<file path="src/logic/ros2_link_params.svh">
`ifndef ROS2_LINK_PARAMS_SVH
`define ROS2_LINK_PARAMS_SVH

// width of one byte on the engine streams.
`define ROS2_LINK_BYTE_W 8

// the transmit FIFO sits between the engine and the IP transmit path.
`define ROS2_LINK_TX_FIFO_DEPTH 16

// the receive FIFO sits between the IP receive path and the engine.
`define ROS2_LINK_RX_FIFO_DEPTH 16

`endif

</file>
<file path="src/logic/ros2_link_pkg.sv">
`default_nettype none

`include "ros2_link_params.svh"

package ros2_link_pkg;

    // owner of the application-data region.
    typedef enum logic [1:0] {
        grant_none = 2'b00,
        grant_ip   = 2'b01,
        grant_cpu  = 2'b10
    } app_grant_t;

    typedef enum logic {
        owner_ip  = 1'b0, // the protocol engine holds the buffer.
        owner_cpu = 1'b1
    } buf_owner_t;

    typedef struct packed {
        logic ip_req;
        logic ip_rel;
        logic cpu_req;
        logic cpu_rel;
    } arb_req_t;

    typedef struct packed {
        logic ip_rel;
        logic cpu_rel;
    } buf_rel_t;

    typedef logic [`ROS2_LINK_BYTE_W-1:0] stream_byte_t;

    // last marks the final byte of a received packet.
    typedef struct packed {
        stream_byte_t data;
        logic         last;
    } rx_beat_t;

endpackage

`default_nettype wire

</file>
<file path="src/logic/app_data_arbiter.sv">
`timescale 1ns/1ns
`default_nettype none

module app_data_arbiter (
    input  logic                      clk_int,
    input  logic                      rst_int,
    input  ros2_link_pkg::arb_req_t   req,
    output ros2_link_pkg::app_grant_t grant
);

    // requests are only looked at while nobody holds the region, so a
    // release always leaves at least one cycle of grant_none behind it.
    always_ff @(posedge clk_int) begin
        if (rst_int) begin
            grant <= ros2_link_pkg::grant_none;
        end else begin
            case (grant)
                ros2_link_pkg::grant_none: begin
                    if (req.ip_req) begin
                        grant <= ros2_link_pkg::grant_ip; // the engine wins a tie.
                    end else if (req.cpu_req) begin
                        grant <= ros2_link_pkg::grant_cpu;
                    end
                end
                ros2_link_pkg::grant_ip: begin
                    if (req.ip_rel) begin
                        grant <= ros2_link_pkg::grant_none;
                    end
                end
                ros2_link_pkg::grant_cpu: begin
                    if (req.cpu_rel) begin
                        grant <= ros2_link_pkg::grant_none;
                    end
                end
                default: begin
                    grant <= ros2_link_pkg::grant_none;
                end
            endcase
        end
    end

    // the region never passes straight from the engine to the CPU.
    ip_to_cpu_via_none: assert property (
        @(posedge clk_int) disable iff (rst_int)
        (grant == ros2_link_pkg::grant_ip) |=> (grant != ros2_link_pkg::grant_cpu)
    );

endmodule

`default_nettype wire

</file>
<file path="src/logic/buffer_owner.sv">
`timescale 1ns/1ns
`default_nettype none

module buffer_owner #(
    parameter ros2_link_pkg::buf_owner_t RESET_OWNER = ros2_link_pkg::owner_ip
) (
    input  logic                      clk_int,
    input  logic                      rst_int,
    input  ros2_link_pkg::buf_rel_t   rel,
    output ros2_link_pkg::buf_owner_t owner
);

    logic holder_rel;

    // only the current holder can give the buffer away.
    assign holder_rel = (owner == ros2_link_pkg::owner_ip) ? rel.ip_rel : rel.cpu_rel;

    always_ff @(posedge clk_int) begin
        if (rst_int) begin
            owner <= RESET_OWNER;
        end else if (holder_rel) begin
            if (owner == ros2_link_pkg::owner_ip) begin
                owner <= ros2_link_pkg::owner_cpu;
            end else begin
                owner <= ros2_link_pkg::owner_ip;
            end
        end
    end

    // a change of owner must be preceded by a release from the old holder.
    owner_moves_on_release: assert property (
        @(posedge clk_int) disable iff (rst_int)
        (owner != $past(owner)) |-> (($past(owner) == ros2_link_pkg::owner_ip) ?
            $past(rel.ip_rel) : $past(rel.cpu_rel))
    );

endmodule

`default_nettype wire

</file>
<file path="src/logic/stream_fifo.sv">
`timescale 1ns/1ns
`default_nettype none

module stream_fifo #(
    parameter type T     = ros2_link_pkg::stream_byte_t,
    parameter int  DEPTH = 16
) (
    input  logic clk_int,
    input  logic rst_int,
    input  logic wr,
    input  T     din,
    output logic full,
    input  logic rd,
    output T     dout,
    output logic empty
);

    localparam int PTR_W = (DEPTH > 1) ? $clog2(DEPTH) : 1;
    localparam int CNT_W = $clog2(DEPTH + 1);

    T                 mem [DEPTH];
    logic [PTR_W-1:0] wr_ptr;
    logic [PTR_W-1:0] rd_ptr;
    logic [CNT_W-1:0] count;
    logic             do_wr;
    logic             do_rd;

    // pointers wrap at DEPTH, which need not be a power of two.
    function automatic logic [PTR_W-1:0] next_ptr(input logic [PTR_W-1:0] ptr);
        if (ptr == PTR_W'(DEPTH - 1)) begin
            return '0;
        end
        return ptr + 1'b1;
    endfunction

    assign do_wr = wr && !full; // a write while full is dropped.
    assign do_rd = rd && !empty;

    assign full  = (count == CNT_W'(DEPTH));
    assign empty = (count == '0);

    // first word fall through.
    assign dout = mem[rd_ptr];

    always_ff @(posedge clk_int) begin
        if (do_wr) begin
            mem[wr_ptr] <= din;
        end
    end

    always_ff @(posedge clk_int) begin
        if (rst_int) begin
            wr_ptr <= '0;
            rd_ptr <= '0;
            count  <= '0;
        end else begin
            if (do_wr) begin
                wr_ptr <= next_ptr(wr_ptr);
            end
            if (do_rd) begin
                rd_ptr <= next_ptr(rd_ptr);
            end
            case ({do_wr, do_rd})
                2'b10:   count <= count + 1'b1;
                2'b01:   count <= count - 1'b1;
                default: count <= count; // both or neither leave it as is.
            endcase
        end
    end

    count_in_range: assert property (
        @(posedge clk_int) disable iff (rst_int)
        count <= CNT_W'(DEPTH)
    );

endmodule

`default_nettype wire

</file>
<file path="src/logic/ros2_link_top.sv">
`timescale 1ns/1ns
`default_nettype none

`include "ros2_link_params.svh"

module ros2_link_top (
    input  logic                        clk_int,
    input  logic                        rst_int,

    input  ros2_link_pkg::arb_req_t     app_req,
    output ros2_link_pkg::app_grant_t   app_grant,

    input  ros2_link_pkg::buf_rel_t     rxbuf_rel,
    output ros2_link_pkg::buf_owner_t   rxbuf_owner,
    input  ros2_link_pkg::buf_rel_t     txbuf_rel,
    output ros2_link_pkg::buf_owner_t   txbuf_owner,

    input  logic                        tx_wr,
    input  ros2_link_pkg::stream_byte_t tx_din,
    output logic                        tx_full,
    input  logic                        tx_rd,
    output ros2_link_pkg::stream_byte_t tx_dout,
    output logic                        tx_empty,

    input  logic                        rx_wr,
    input  ros2_link_pkg::rx_beat_t     rx_din,
    output logic                        rx_full,
    input  logic                        rx_rd,
    output ros2_link_pkg::rx_beat_t     rx_dout,
    output logic                        rx_empty
);

    // shares the application-data region between the engine and the CPU.
    app_data_arbiter app_arb (
        .clk_int (clk_int),
        .rst_int (rst_int),
        .req     (app_req),
        .grant   (app_grant)
    );

    // the engine fills the receive buffer first.
    buffer_owner #(
        .RESET_OWNER (ros2_link_pkg::owner_ip)
    ) rxbuf_token (
        .clk_int (clk_int),
        .rst_int (rst_int),
        .rel     (rxbuf_rel),
        .owner   (rxbuf_owner)
    );

    // the CPU fills the transmit buffer first.
    buffer_owner #(
        .RESET_OWNER (ros2_link_pkg::owner_cpu)
    ) txbuf_token (
        .clk_int (clk_int),
        .rst_int (rst_int),
        .rel     (txbuf_rel),
        .owner   (txbuf_owner)
    );

    stream_fifo #(
        .T     (ros2_link_pkg::stream_byte_t),
        .DEPTH (`ROS2_LINK_TX_FIFO_DEPTH)
    ) tx_fifo (
        .clk_int (clk_int),
        .rst_int (rst_int),
        .wr      (tx_wr),
        .din     (tx_din),
        .full    (tx_full),
        .rd      (tx_rd),
        .dout    (tx_dout),
        .empty   (tx_empty)
    );

    // received bytes keep the end-of-packet flag of the IP payload stream.
    stream_fifo #(
        .T     (ros2_link_pkg::rx_beat_t),
        .DEPTH (`ROS2_LINK_RX_FIFO_DEPTH)
    ) rx_fifo (
        .clk_int (clk_int),
        .rst_int (rst_int),
        .wr      (rx_wr),
        .din     (rx_din),
        .full    (rx_full),
        .rd      (rx_rd),
        .dout    (rx_dout),
        .empty   (rx_empty)
    );

endmodule

`default_nettype wire

</file>
<file path="config.mk">
export PLATFORM = sky130hd
export DESIGN_NAME = ros2_link_top
export DESIGN_NICKNAME = d
export VERILOG_FILES = /design/src/logic/ros2_link_pkg.sv /design/src/logic/app_data_arbiter.sv /design/src/logic/buffer_owner.sv /design/src/logic/stream_fifo.sv /design/src/logic/ros2_link_top.sv
export VERILOG_INCLUDE_DIRS = /design/src /design/src/logic
export SDC_FILE = /design/constraint.sdc
export NUM_CORES = 1
export LEC_CHECK = 0
export BUFFER_PORTS_ARGS = -buffer_cell sky130_fd_sc_hd__buf_4
export CAP_MARGIN = 20
export CORE_MARGIN = 2
export CORE_UTILIZATION = 65
export DETAILED_ROUTE_END_ITERATION = 8
export MAX_ROUTING_LAYER = met4
export PLACE_DENSITY_LB_ADDON = 0.2
export SYNTH_ARGS = -nofsm -noshare
export SYNTH_HDL_FRONTEND = slang
export SYNTH_HIERARCHICAL = 1
export SYNTH_SLANG_ARGS = --single-unit
export TNS_END_PERCENT = 10
</file>
<file path="constraint.sdc">
create_clock -name clk_int -period 4.98 [get_ports clk_int]
set_input_delay 0 -clock clk_int [delete_from_list [all_inputs] [get_ports clk_int]]
set_output_delay 0 -clock clk_int [all_outputs]
set_load 0.01 [all_outputs]
</file>
==> out/metrics.cfg, run 1 <==
[setup_path]
arrival_ps=3080
worst_setup_path_end_kind=output pin
required_ps=4980
worstSetupPathType=reg -> out
worstPathMaxFanout=27
start_kind=flop

[logic_synthesis]
synth_flop_cell=edfxtp_1
synth.area.top_cells=edfxtp_1 (66%), mux4_2 (14%), dfxtp_1 (6.1%)
synth_top_family_by_area=multiplexers
synth_top_area_cell=edfxtp_1
synth_edf_count=272
muxShareOfSynthArea_pct=14.7
synth_xor_area_share_pct=0.705
syn_inst=660
synth_top_area_share_pct=65.7
synth_cell_types=53
async_reset_ff_share_pct=0
syn-cell-area_sq_um=12400
synth_nets=707
synth_seq_cells=310
yosys_warnings=6
synthSimpleGateAreaFrac_pct=4.94
ys_seq_area_share_pct=71.9
synth_compound_area_share_pct=4.10
synth_fa_ha_area_share_pct=1.61
avgSynthCellArea_sq_um=18.8

[sta]
setup_slack_ps=1900
tightest_slew_ps=1110
fin_tns_setup_ps=0
fmax_mhz=324
setup_viol=0
slew_viol_final=0
final.setup_skew_ps=10.8
hold_violations=0
relSlewSlack_pct=25.8
fin_crit_sh_pct=61.9
rsz0062_at_grt=false
min_period_ps=3080

[floorplanning]
fp-row-count=50
fp.dieArea_sq_um=20200
die_width_microns=142
io-pin-count=56
start_util_pct=66.4
fp.coreArea_sq_um=18700
die_y_microns=142

[global_routing]
grt_max_degree=37
grt.overflow.total=0
grt_pass1_wl_microns=38600
grt_usage_pct=26.3
grt_pass1_vias=6684
antenna_found_initial=0

[run_status]
status=completed

[routing]
dr.pass1.iters=7
wire_per_inst_microns=24.4
drc=0
drt_wl_total_microns=24600
drtIter0Drc=731
vias=6484
via_per_inst=6.43
postRouteAntennaNets=0

[clock_network]
post_cts_buffers=0
cts_buffers=30
cts_sinks=310
htreeDepth=1
path_clk_slew_ps=60
clk_path_buf_depth=3
clkLatencyLatePin_ps=540
tritoncts=done
cts_root_buf=clkbuf_16

[hold_path]
min_path_type=in -> reg

[placed_design]
place_hpwl_microns=14800
dp_slack_ps=1980
dpl.cell_count=920
place_area_sq_um=13000
finalWeightedCongestion=0.754
numPortBuffers=55

[power_and_ir_drop]
power_leakage_nw=4.75
p_per_area_nw_per_um2=467
vdd_drop_max_mv=0.310

[finish]
finalInstanceArea_sq_um=14300
num_antenna_cells=0
nNetsFinal=799
final_common_cell=edfxtp_1
final_cell_mix=edfxtp_1 (272), mux4_2 (76), buf_4 (65)
drive_above_1_share_pct=26.0
final_util_pct=76.4
fin_cells=1008
area.growth.synth_to_final_pct=15.0

[run]
maxCapViolations=0

==> registers in the layout (all words and copies together), names as in the netlist, named ones only <==
signal             flops
rx_fifo/count          5
rx_fifo/mem          144
rx_fifo/rd_ptr         4
app_arb/grant          2
tx_fifo/wr_ptr         4
rx_fifo/wr_ptr         4
tx_fifo/mem          128
rxbuf_token/owner      1
txbuf_token/owner      1
tx_fifo/count          5
tx_fifo/rd_ptr         4
==> through the flow <==
step | power, mW | hold WS, ps
after detailed placement | 4.52 | 198
after floorplan | 4.17 | 69.1
after global routing | 6.95 | 328
after CTS | 6.72 | 264
after global placement | 4.45 | 185
final | 6.68 | 292
==> cell families (layout without fill, tap and decap cells) <==
family                     count (synthesis)  in the layout
AOI/OAI and AO/OA                         71             71
adders and majority gates                 16             16
and+or+nand+nor                          117            117
DFF                                      310            310
xor gates and xnor gates                  10             10
buffers and inverters                     49            163
muxes                                     87             87
==> critical path, stage by stage, from the launching register on <==
cell and delay, ps:
dfxtp_2 980, buf_4 380, mux4_2 530, a22oi_1 320
nand2_1 140, buf_4 170
==> final timing paths <==
kind	startpoint	endpoint	slack, ps	depth (start not counted)
max reg2reg	tx_fifo/count[1]	tx_fifo/count[4]	1970	9
min	tx_din[7]	tx_fifo/mem[5][7]	290	2
max	flop	rx_dout[4]	1900	5
min reg2reg	rx_fifo/rd_ptr[0]	flop	520	2
==> Yosys cell counts (2+ instances only) <==
master,count
edfxtp_1,272
mux4_2,76
dfxtp_1,38
nor2_1,36
nand2_1,22
a22oi_1,18
a21oi_1,16
ha_1,16
and2_1,14
clkbuf_1,12
inv_1,11
buf_1,9
buf_6,9
nor2b_1,9
xor2_1,9
mux2i_1,8
o21ai_0,8
buf_2,7
nor3_1,7
nand2b_1,5
nor4b_1,5
a211oi_1,3
a21o_1,3
a311o_1,3
and3b_1,3
mux2_2,3
nand3_1,3
o211ai_1,3
a31oi_1,2
and3_1,2
nor4_1,2
o21ai_1,2
o21ai_4,2
or3_1,2
or4_4,2
==> report_power, final <==
group,total [mW],internal (mW),leakage (nW),switching (mW)
Combinational,1.42,0.741,1.52,0.676
Sequential,3.09,2.94,2.77,0.144
Clock,2.17,1.28,0.466,0.890
Total,6.68,4.97,4.75,1.71
==> routing by layer <==
layer	up-vias	track usage, %	wire, microns
li1	2838	-	-
met1	3316	37.0	9870
met2	290	42.4	12500
met3	40	3.10	1750
met4	0	6.74	466
met5	-	-	0
==> cell type report <==
cell class              instances  area, sq um
clock buffers                  38          802
fillers                      1011         4420
clock inverters                16          150
repair buffers                 97          806
flip-flops and latches        310         8930
multi-input cells             301         3260
inverters                      12         45.0
well taps                     234          293
==> what timing repair did <==
item | CTS | global route
hold endpoints to repair | 310 | 0
hold buffers | 31 | 0
endpoints found under the setup margin | 0 | 0
resized for setup | 0 | 0
Power figures use the tool's default switching activity.
==> inputs of run 2 (changes only) <==
--- a/config.mk
+++ b/config.mk
@@ -9,7 +9,7 @@
 export BUFFER_PORTS_ARGS = -buffer_cell sky130_fd_sc_hd__buf_4
 export CAP_MARGIN = 20
 export CORE_MARGIN = 2
-export CORE_UTILIZATION = 65
+export CORE_UTILIZATION = 61
 export DETAILED_ROUTE_END_ITERATION = 8
 export MAX_ROUTING_LAYER = met4
 export PLACE_DENSITY_LB_ADDON = 0.2
==> constraint.sdc (replaced) <==
create_clock -name clk_int -period 2.85 [get_ports clk_int]
set_input_delay 0 -clock clk_int [delete_from_list [all_inputs] [get_ports clk_int]]
set_output_delay 0 -clock clk_int [all_outputs]
set_load 0.01 [all_outputs]
==> run 2 against run 1 <==
Net effect: via count shrank 0.69%; core utilization fell by 4.3 points; critical endpoint is now rx_fifo/count[4]; hold slack lost 1.3 ps; die area is 6.4% higher; global-route usage shrank 2.4 points; count of clock-buffer cells in the layout rose by 1.
==> out/metrics.cfg, run 2 (synthesis gave the netlist of run 1 again) <==
[run_status]
status=completed  ; unchanged

[clock_network]
tritoncts=done  ; unchanged
cts_root_buf=clkbuf_16  ; unchanged
clk_path_buf_depth=3  ; unchanged
cts_buffers=30  ; unchanged
path_clk_slew_ps=60  ; about the same
htreeDepth=1  ; unchanged
clkLatencyLatePin_ps=550  ; was 540 ps
cts_sinks=310  ; unchanged

[finish]
drive_above_1_share_pct=28.2  ; was 26.0%
regMostFlops=rx_fifo/mem  ; unchanged
largest_register_ffs=144  ; unchanged
nNetsFinal=814  ; was 799
fillerInstances=1168  ; was 1011
final_cell_mix=edfxtp_1 (272), buf_4 (79), mux4_2 (76)  ; was edfxtp_1 (272), mux4_2 (76), buf_4 (65)
num_antenna_cells=0  ; unchanged
reg.largest.list=rx_fifo/mem: 144 flops, tx_fifo/mem: 128 flops  ; unchanged
area.growth.synth_to_final_pct=16.7  ; was 15.0%
final_common_cell=edfxtp_1  ; unchanged

[routing]
postRouteAntennaNets=0  ; unchanged
drt_wl_total_microns=24000  ; was 24600 microns
vias=6439  ; was 6484
drc=0  ; unchanged
via_per_inst=6.07  ; was 6.43
wire_per_inst_microns=22.7  ; was 24.4 microns
drtIter0Drc=529  ; was 731
dr.pass1.iters=5  ; was 7

[sta]
rsz0062_at_grt=false  ; unchanged
min_period_ps=2700
relSlewSlack_pct=35.2  ; was 25.8%
slew_viol_final=0  ; unchanged
hold_violations=0  ; unchanged
final.setup_skew_ps=14.3  ; was 10.8 ps
fmax_mhz=370
setup_viol=0  ; unchanged
fin_tns_setup_ps=0  ; unchanged
whs_ps=291  ; was 292 ps
fin_crit_sh_pct=94.8
tightest_slew_ps=968  ; was 1110 ps

[power_and_ir_drop]
p_sw_share_pct=25.9  ; was 25.6%
internal_power_mw=8.73  ; was 4.97 mW
seqPwrFrac_pct=45.4  ; was 46.2%
p_clk_share_pct=32.4  ; was 32.6%
power_leakage_nw=4.85  ; was 4.75 nW
switchingPower_mw=3.05  ; was 1.71 mW
vdd_drop_max_mv=0.483  ; was 0.310 mV
combPwrFrac_pct=22.3  ; was 21.2%
p_per_area_nw_per_um2=812  ; was 467 nW/um^2
finalPower_mw=11.8  ; was 6.68 mW

[hold_path]
holdCritStartpoint=txbuf_rel[0]  ; was tx_din[7]
min_path_type=in -> reg  ; unchanged
hold_path_depth=4  ; was 2
hold_path_end=txbuf_token/owner  ; was tx_fifo/mem[5][7]

[setup_path]
r2r_end=rx_fifo/count[4]  ; was tx_fifo/count[4]
reg2regPathDepth=10  ; was 9
rr_startpoint=rx_fifo/count[1]  ; was tx_fifo/count[1]
worst_setup_path_end_kind=flop  ; was output pin
worstPathMaxFanout=8  ; was 27
start_kind=flop  ; unchanged
worstSetupPathType=reg -> reg  ; was reg -> out
r2r_slack_ps=150  ; was 1970 ps
required_ps=3310  ; was 4980 ps
arrival_ps=3160  ; was 3080 ps

[floorplanning]
io-pin-count=56  ; unchanged
fp-row-count=52  ; was 50
die_y_microns=147  ; was 142 microns
start_util_pct=61.8  ; was 66.4%
fp.dieArea_sq_um=21500  ; was 20200 sq um
die_width_microns=147  ; was 142 microns
fp.coreArea_sq_um=20100  ; was 18700 sq um

[global_routing]
grt_max_degree=37  ; unchanged
grt.overflow.total=0  ; unchanged
grt_pass1_wl_microns=38200  ; was 38600 microns
antenna_found_initial=0  ; unchanged
grt_pass1_vias=6781  ; was 6684
grt_usage_pct=23.9  ; was 26.3%

[placed_design]
place_hpwl_microns=15100  ; was 14800 microns
numPortBuffers=55  ; unchanged
finalWeightedCongestion=0.827  ; was 0.754

[run]
maxCapViolations=0  ; unchanged

run 2: timing repair:
| item | CTS | global route |
|---|---|---|
| buffers inserted | 0 | 1 |
| gates resized for setup | 0 | 3 |
| hold buffers | 31 | 0 |
| endpoints found under the setup margin | 0 | 2 |
| hold endpoints to repair | 310 | 0 |
run 2: routing by layer:
layer	share of wire (%)	GRT usage [%]	up-vias
met3	5.0	3.29	44
met4	2.2	6.55	0
li1	-	-	2860
met1	39	30.1	3325
met2	54	41.6	210
met5	0	-	-
run 2: power groups by stage:
stage	clock [mW]	sequential (mW)	combinational [mW]
CTS	3.88	5.34	2.62
floorplan	0	5.33	1.95
global route	4.06	5.37	2.84
finish	3.81	5.34	2.62
detailed placement	0	5.44	2.57
global placement	0	5.41	2.46
run 2: worst max path at each step:
| stage | endpoint | startpoint |
|---|---|---|
| final | rx_fifo/count[4] | rx_fifo/count[1] |
| after global routing | tx_fifo/count[4] | tx_fifo/count[0] |
| after CTS | tx_fifo/count[4] | tx_fifo/count[1] |
| after detailed placement | tx_fifo/count[4] | tx_fifo/count[1] |
| after global placement | tx_fifo/count[4] | tx_fifo/count[1] |
| after floorplan | tx_fifo/count[4] | tx_fifo/count[1] |
run 2: worst max-delay path, cell delays in order, from the launching register on:
cell and delay, ps:
dfxtp_1 380, or4_4 590, o21a_1 220, inv_2 70
ha_1 190, xor2_1 160, ha_1 220, nor4_1 80
a2111oi_0 480, mux2i_1 130, o2111ai_1 100
run 2: through the flow:
step	setup WS, ps	utilization [%]	cell area (sq um)	std cells
2_1_floorplan	5.32	-	12400	660
4_1_cts	0.583	71.9	14500	1058
6_report	149	72.1	14500	1061
3_3_place_gp	215	65.6	13200	971
5_1_grt	36.6	72.1	14500	1061
3_5_place_dp	18.5	65.6	13200	971
run 2: layout make-up:
type	instances	area (sq um)	share of cell area [%]
Sequential cell	310	8930	61.6
Multi-Input combinational cell	301	3270	22.6
Timing Repair Buffer	112	943	6.51
Clock buffer	39	825	5.69
Tap cell	270	338	2.33
Clock inverter	17	139	0.958
Inverter	12	45.0	0.311
==> inputs of run 3 (changes only) <==
--- a/config.mk
+++ b/config.mk
@@ -6,13 +6,14 @@
 export SDC_FILE = /design/constraint.sdc
 export NUM_CORES = 1
 export LEC_CHECK = 0
-export BUFFER_PORTS_ARGS = -buffer_cell sky130_fd_sc_hd__buf_4
 export CAP_MARGIN = 20
 export CORE_MARGIN = 2
-export CORE_UTILIZATION = 61
+export CORE_UTILIZATION = 63
 export DETAILED_ROUTE_END_ITERATION = 8
+export DONT_BUFFER_PORTS = 1
 export MAX_ROUTING_LAYER = met4
 export PLACE_DENSITY_LB_ADDON = 0.2
+export SLEW_MARGIN = 20
 export SYNTH_ARGS = -nofsm -noshare
 export SYNTH_HDL_FRONTEND = slang
 export SYNTH_HIERARCHICAL = 1
==> run 3 against run 2 <==
Net effect: combinational power shrank 8.8%; global-route usage rose by 0.25 points; sequential share of layout area up 1.8 points; count of clock-buffer cells in the layout shrank 5; register-to-register slack lost 70 ps; final area down 2.8%; critical path type unchanged; largest cell class unchanged; highest routed layer unchanged.
==> out/metrics.cfg, run 3 (synthesis gave the netlist of run 1 again) <==
[clock_network]
clkLatencyLatePin_ps=530  ; was 550 ps
path_clk_slew_ps=70  ; was 60 ps
cts_root_buf=clkbuf_16  ; unchanged
cts_buffers=30  ; unchanged
htreeDepth=1  ; unchanged
clk_path_buf_depth=3  ; unchanged
tritoncts=done  ; unchanged
post_cts_buffers=0  ; unchanged
cts_sinks=310  ; unchanged

[sta]
setup_viol=0  ; unchanged
fmax_mhz=361  ; was 370 MHz
fin_tns_setup_ps=0  ; unchanged
final.setup_skew_ps=13.3  ; was 14.3 ps
whs_ps=187  ; was 291 ps
slew_viol_final=0  ; unchanged
rsz0062_at_grt=false  ; unchanged
hold_violations=0  ; unchanged
fin_crit_sh_pct=97.2  ; was 94.8%
min_period_ps=2770  ; was 2700 ps
relSlewSlack_pct=41.1  ; was 35.2%
tightest_slew_ps=880  ; was 968 ps

[routing]
dr.pass1.iters=5  ; unchanged
drt_wl_total_microns=23600  ; was 24000 microns
vias=6176  ; was 6439
via_per_inst=6.19  ; was 6.07
wire_per_inst_microns=23.7  ; was 22.7 microns
drtIter0Drc=480  ; was 529
postRouteAntennaNets=0  ; unchanged
drc=0  ; unchanged

[floorplanning]
fp-row-count=51  ; was 52
start_util_pct=64.1  ; was 61.8%
fp.dieArea_sq_um=20900  ; was 21500 sq um
die_y_microns=144  ; was 147 microns
die_width_microns=144  ; was 147 microns
io-pin-count=56  ; unchanged
fp.coreArea_sq_um=19400  ; was 20100 sq um

[finish]
area.growth.synth_to_final_pct=13.4  ; was 16.7%
reg.largest.list=rx_fifo/mem: 144 flops, tx_fifo/mem: 128 flops  ; unchanged
multi_input_area_sq_um=3290  ; was 3270 sq um
fillerInstances=1169  ; was 1168
final_common_cell=edfxtp_1  ; unchanged
drive_above_1_share_pct=22.0  ; was 28.2%
largest_register_ffs=144  ; unchanged
regMostFlops=rx_fifo/mem  ; unchanged
seqCellArea_sq_um=8930  ; unchanged
final_cell_mix=edfxtp_1 (272), mux4_2 (76), dfxtp_1 (36), nor2_1 (36)  ; was edfxtp_1 (272), buf_4 (79), mux4_2 (76)
nNetsFinal=756  ; was 814

[placed_design]
numPortBuffers=0  ; was 55
finalWeightedCongestion=0.783  ; was 0.827
place_hpwl_microns=14700  ; was 15100 microns

[hold_path]
min_path_type=in -> reg  ; unchanged

[setup_path]
worstPathMaxFanout=8  ; unchanged
worst_setup_path_end_kind=flop  ; unchanged
start_kind=flop  ; unchanged
worstSetupPathType=reg -> reg  ; unchanged
arrival_ps=3200  ; was 3160 ps
r2r_slack_ps=80  ; was 150 ps
required_ps=3280  ; was 3310 ps

[global_routing]
grt_max_degree=37  ; unchanged
antenna_found_initial=2  ; was 0
grt_pass1_vias=6375  ; was 6781
grt_usage_pct=24.2  ; was 23.9%
grt.overflow.total=0  ; unchanged
grt_pass1_wl_microns=36400  ; was 38200 microns

[power_and_ir_drop]
vdd_drop_max_mv=0.523  ; was 0.483 mV
finalPower_mw=11.6  ; was 11.8 mW
p_per_area_nw_per_um2=821  ; was 812 nW/um^2
power_leakage_nw=4.57  ; was 4.85 nW

[run]
maxCapViolations=0  ; unchanged

[run_status]
status=completed  ; unchanged

## run 3: changes by cell type in the layout (fill, tap and decap cells not counted), sizes merged
cell / before / now
inv: 12 / 13
clkbuf: 39 / 34
buf: 81 / 23
bufinv: 2 / 3
diode: 0 / 2
clkinvlp: 0 / 1
## run 3: where the power goes
group | switching [mW] | internal, mW
Clock | 1.59 | 2.24
Combinational | 1.22 | 1.17
Sequential | 0.203 | 5.14
Total | 3.01 | 8.56
## run 3: layout make-up
class                      count  area share [%]
clock buffer                  34            5.59
tap                          265            2.35
sequential                   310            63.4
antenna                        2          0.0355
timing repair buffer          54            3.69
clock inverter                20            1.26
inverter                      12           0.320
multi-input combinational    301            23.4
## run 3: worst paths after layout
check | start | end | cells after the start
worst max-delay path | tx_fifo/count[0] | tx_fifo/count[4] | 10
worst min-delay path | rxbuf_rel[1] | rxbuf_token/owner | 3
worst max register to register | tx_fifo/count[0] | tx_fifo/count[4] | 10
worst min register to register | tx_fifo/rd_ptr[0] | flop | 2
## run 3: worst max-delay path, stage by stage, from the launching register on
cell     delay [ps]
dfxtp_1         370
or4_4           630
o21ai_4         160
inv_1            90
ha_2            230
xor2_1          170
ha_1            220
and3b_1         160
o21ai_0          70
a31oi_1         210
mux2_2          350
## run 3: through the flow
stage | area, sq um | cells | util, % | worst slack, ps
after floorplan | 12400 | 660 | - | 5.32
after global placement | 12800 | 910 | 65.8 | 220
after detailed placement | 12800 | 910 | 65.8 | 95.0
after CTS | 14100 | 996 | 72.5 | 53.6
after global routing | 14100 | 998 | 72.6 | 1.07
final | 14100 | 998 | 72.6 | 79.1
## run 3: timing repair
| item | 4_1_cts | 5_1_grt |
|---|---|---|
| setup endpoints to repair | 0 | 3 |
| hold endpoints to repair | 311 | 0 |
| hold buffers | 32 | 0 |
| gates resized for setup | 0 | 3 |
## run 3: per-layer routing
layer / GRT usage (%) / vias up / wire length [microns]
met5: - / - / 0
met4: 7.10 / 0 / 728
met3: 4.11 / 56 / 1080
met2: 43.1 / 189 / 12700
met1: 28.6 / 3184 / 9090
li1: - / 2747 / -
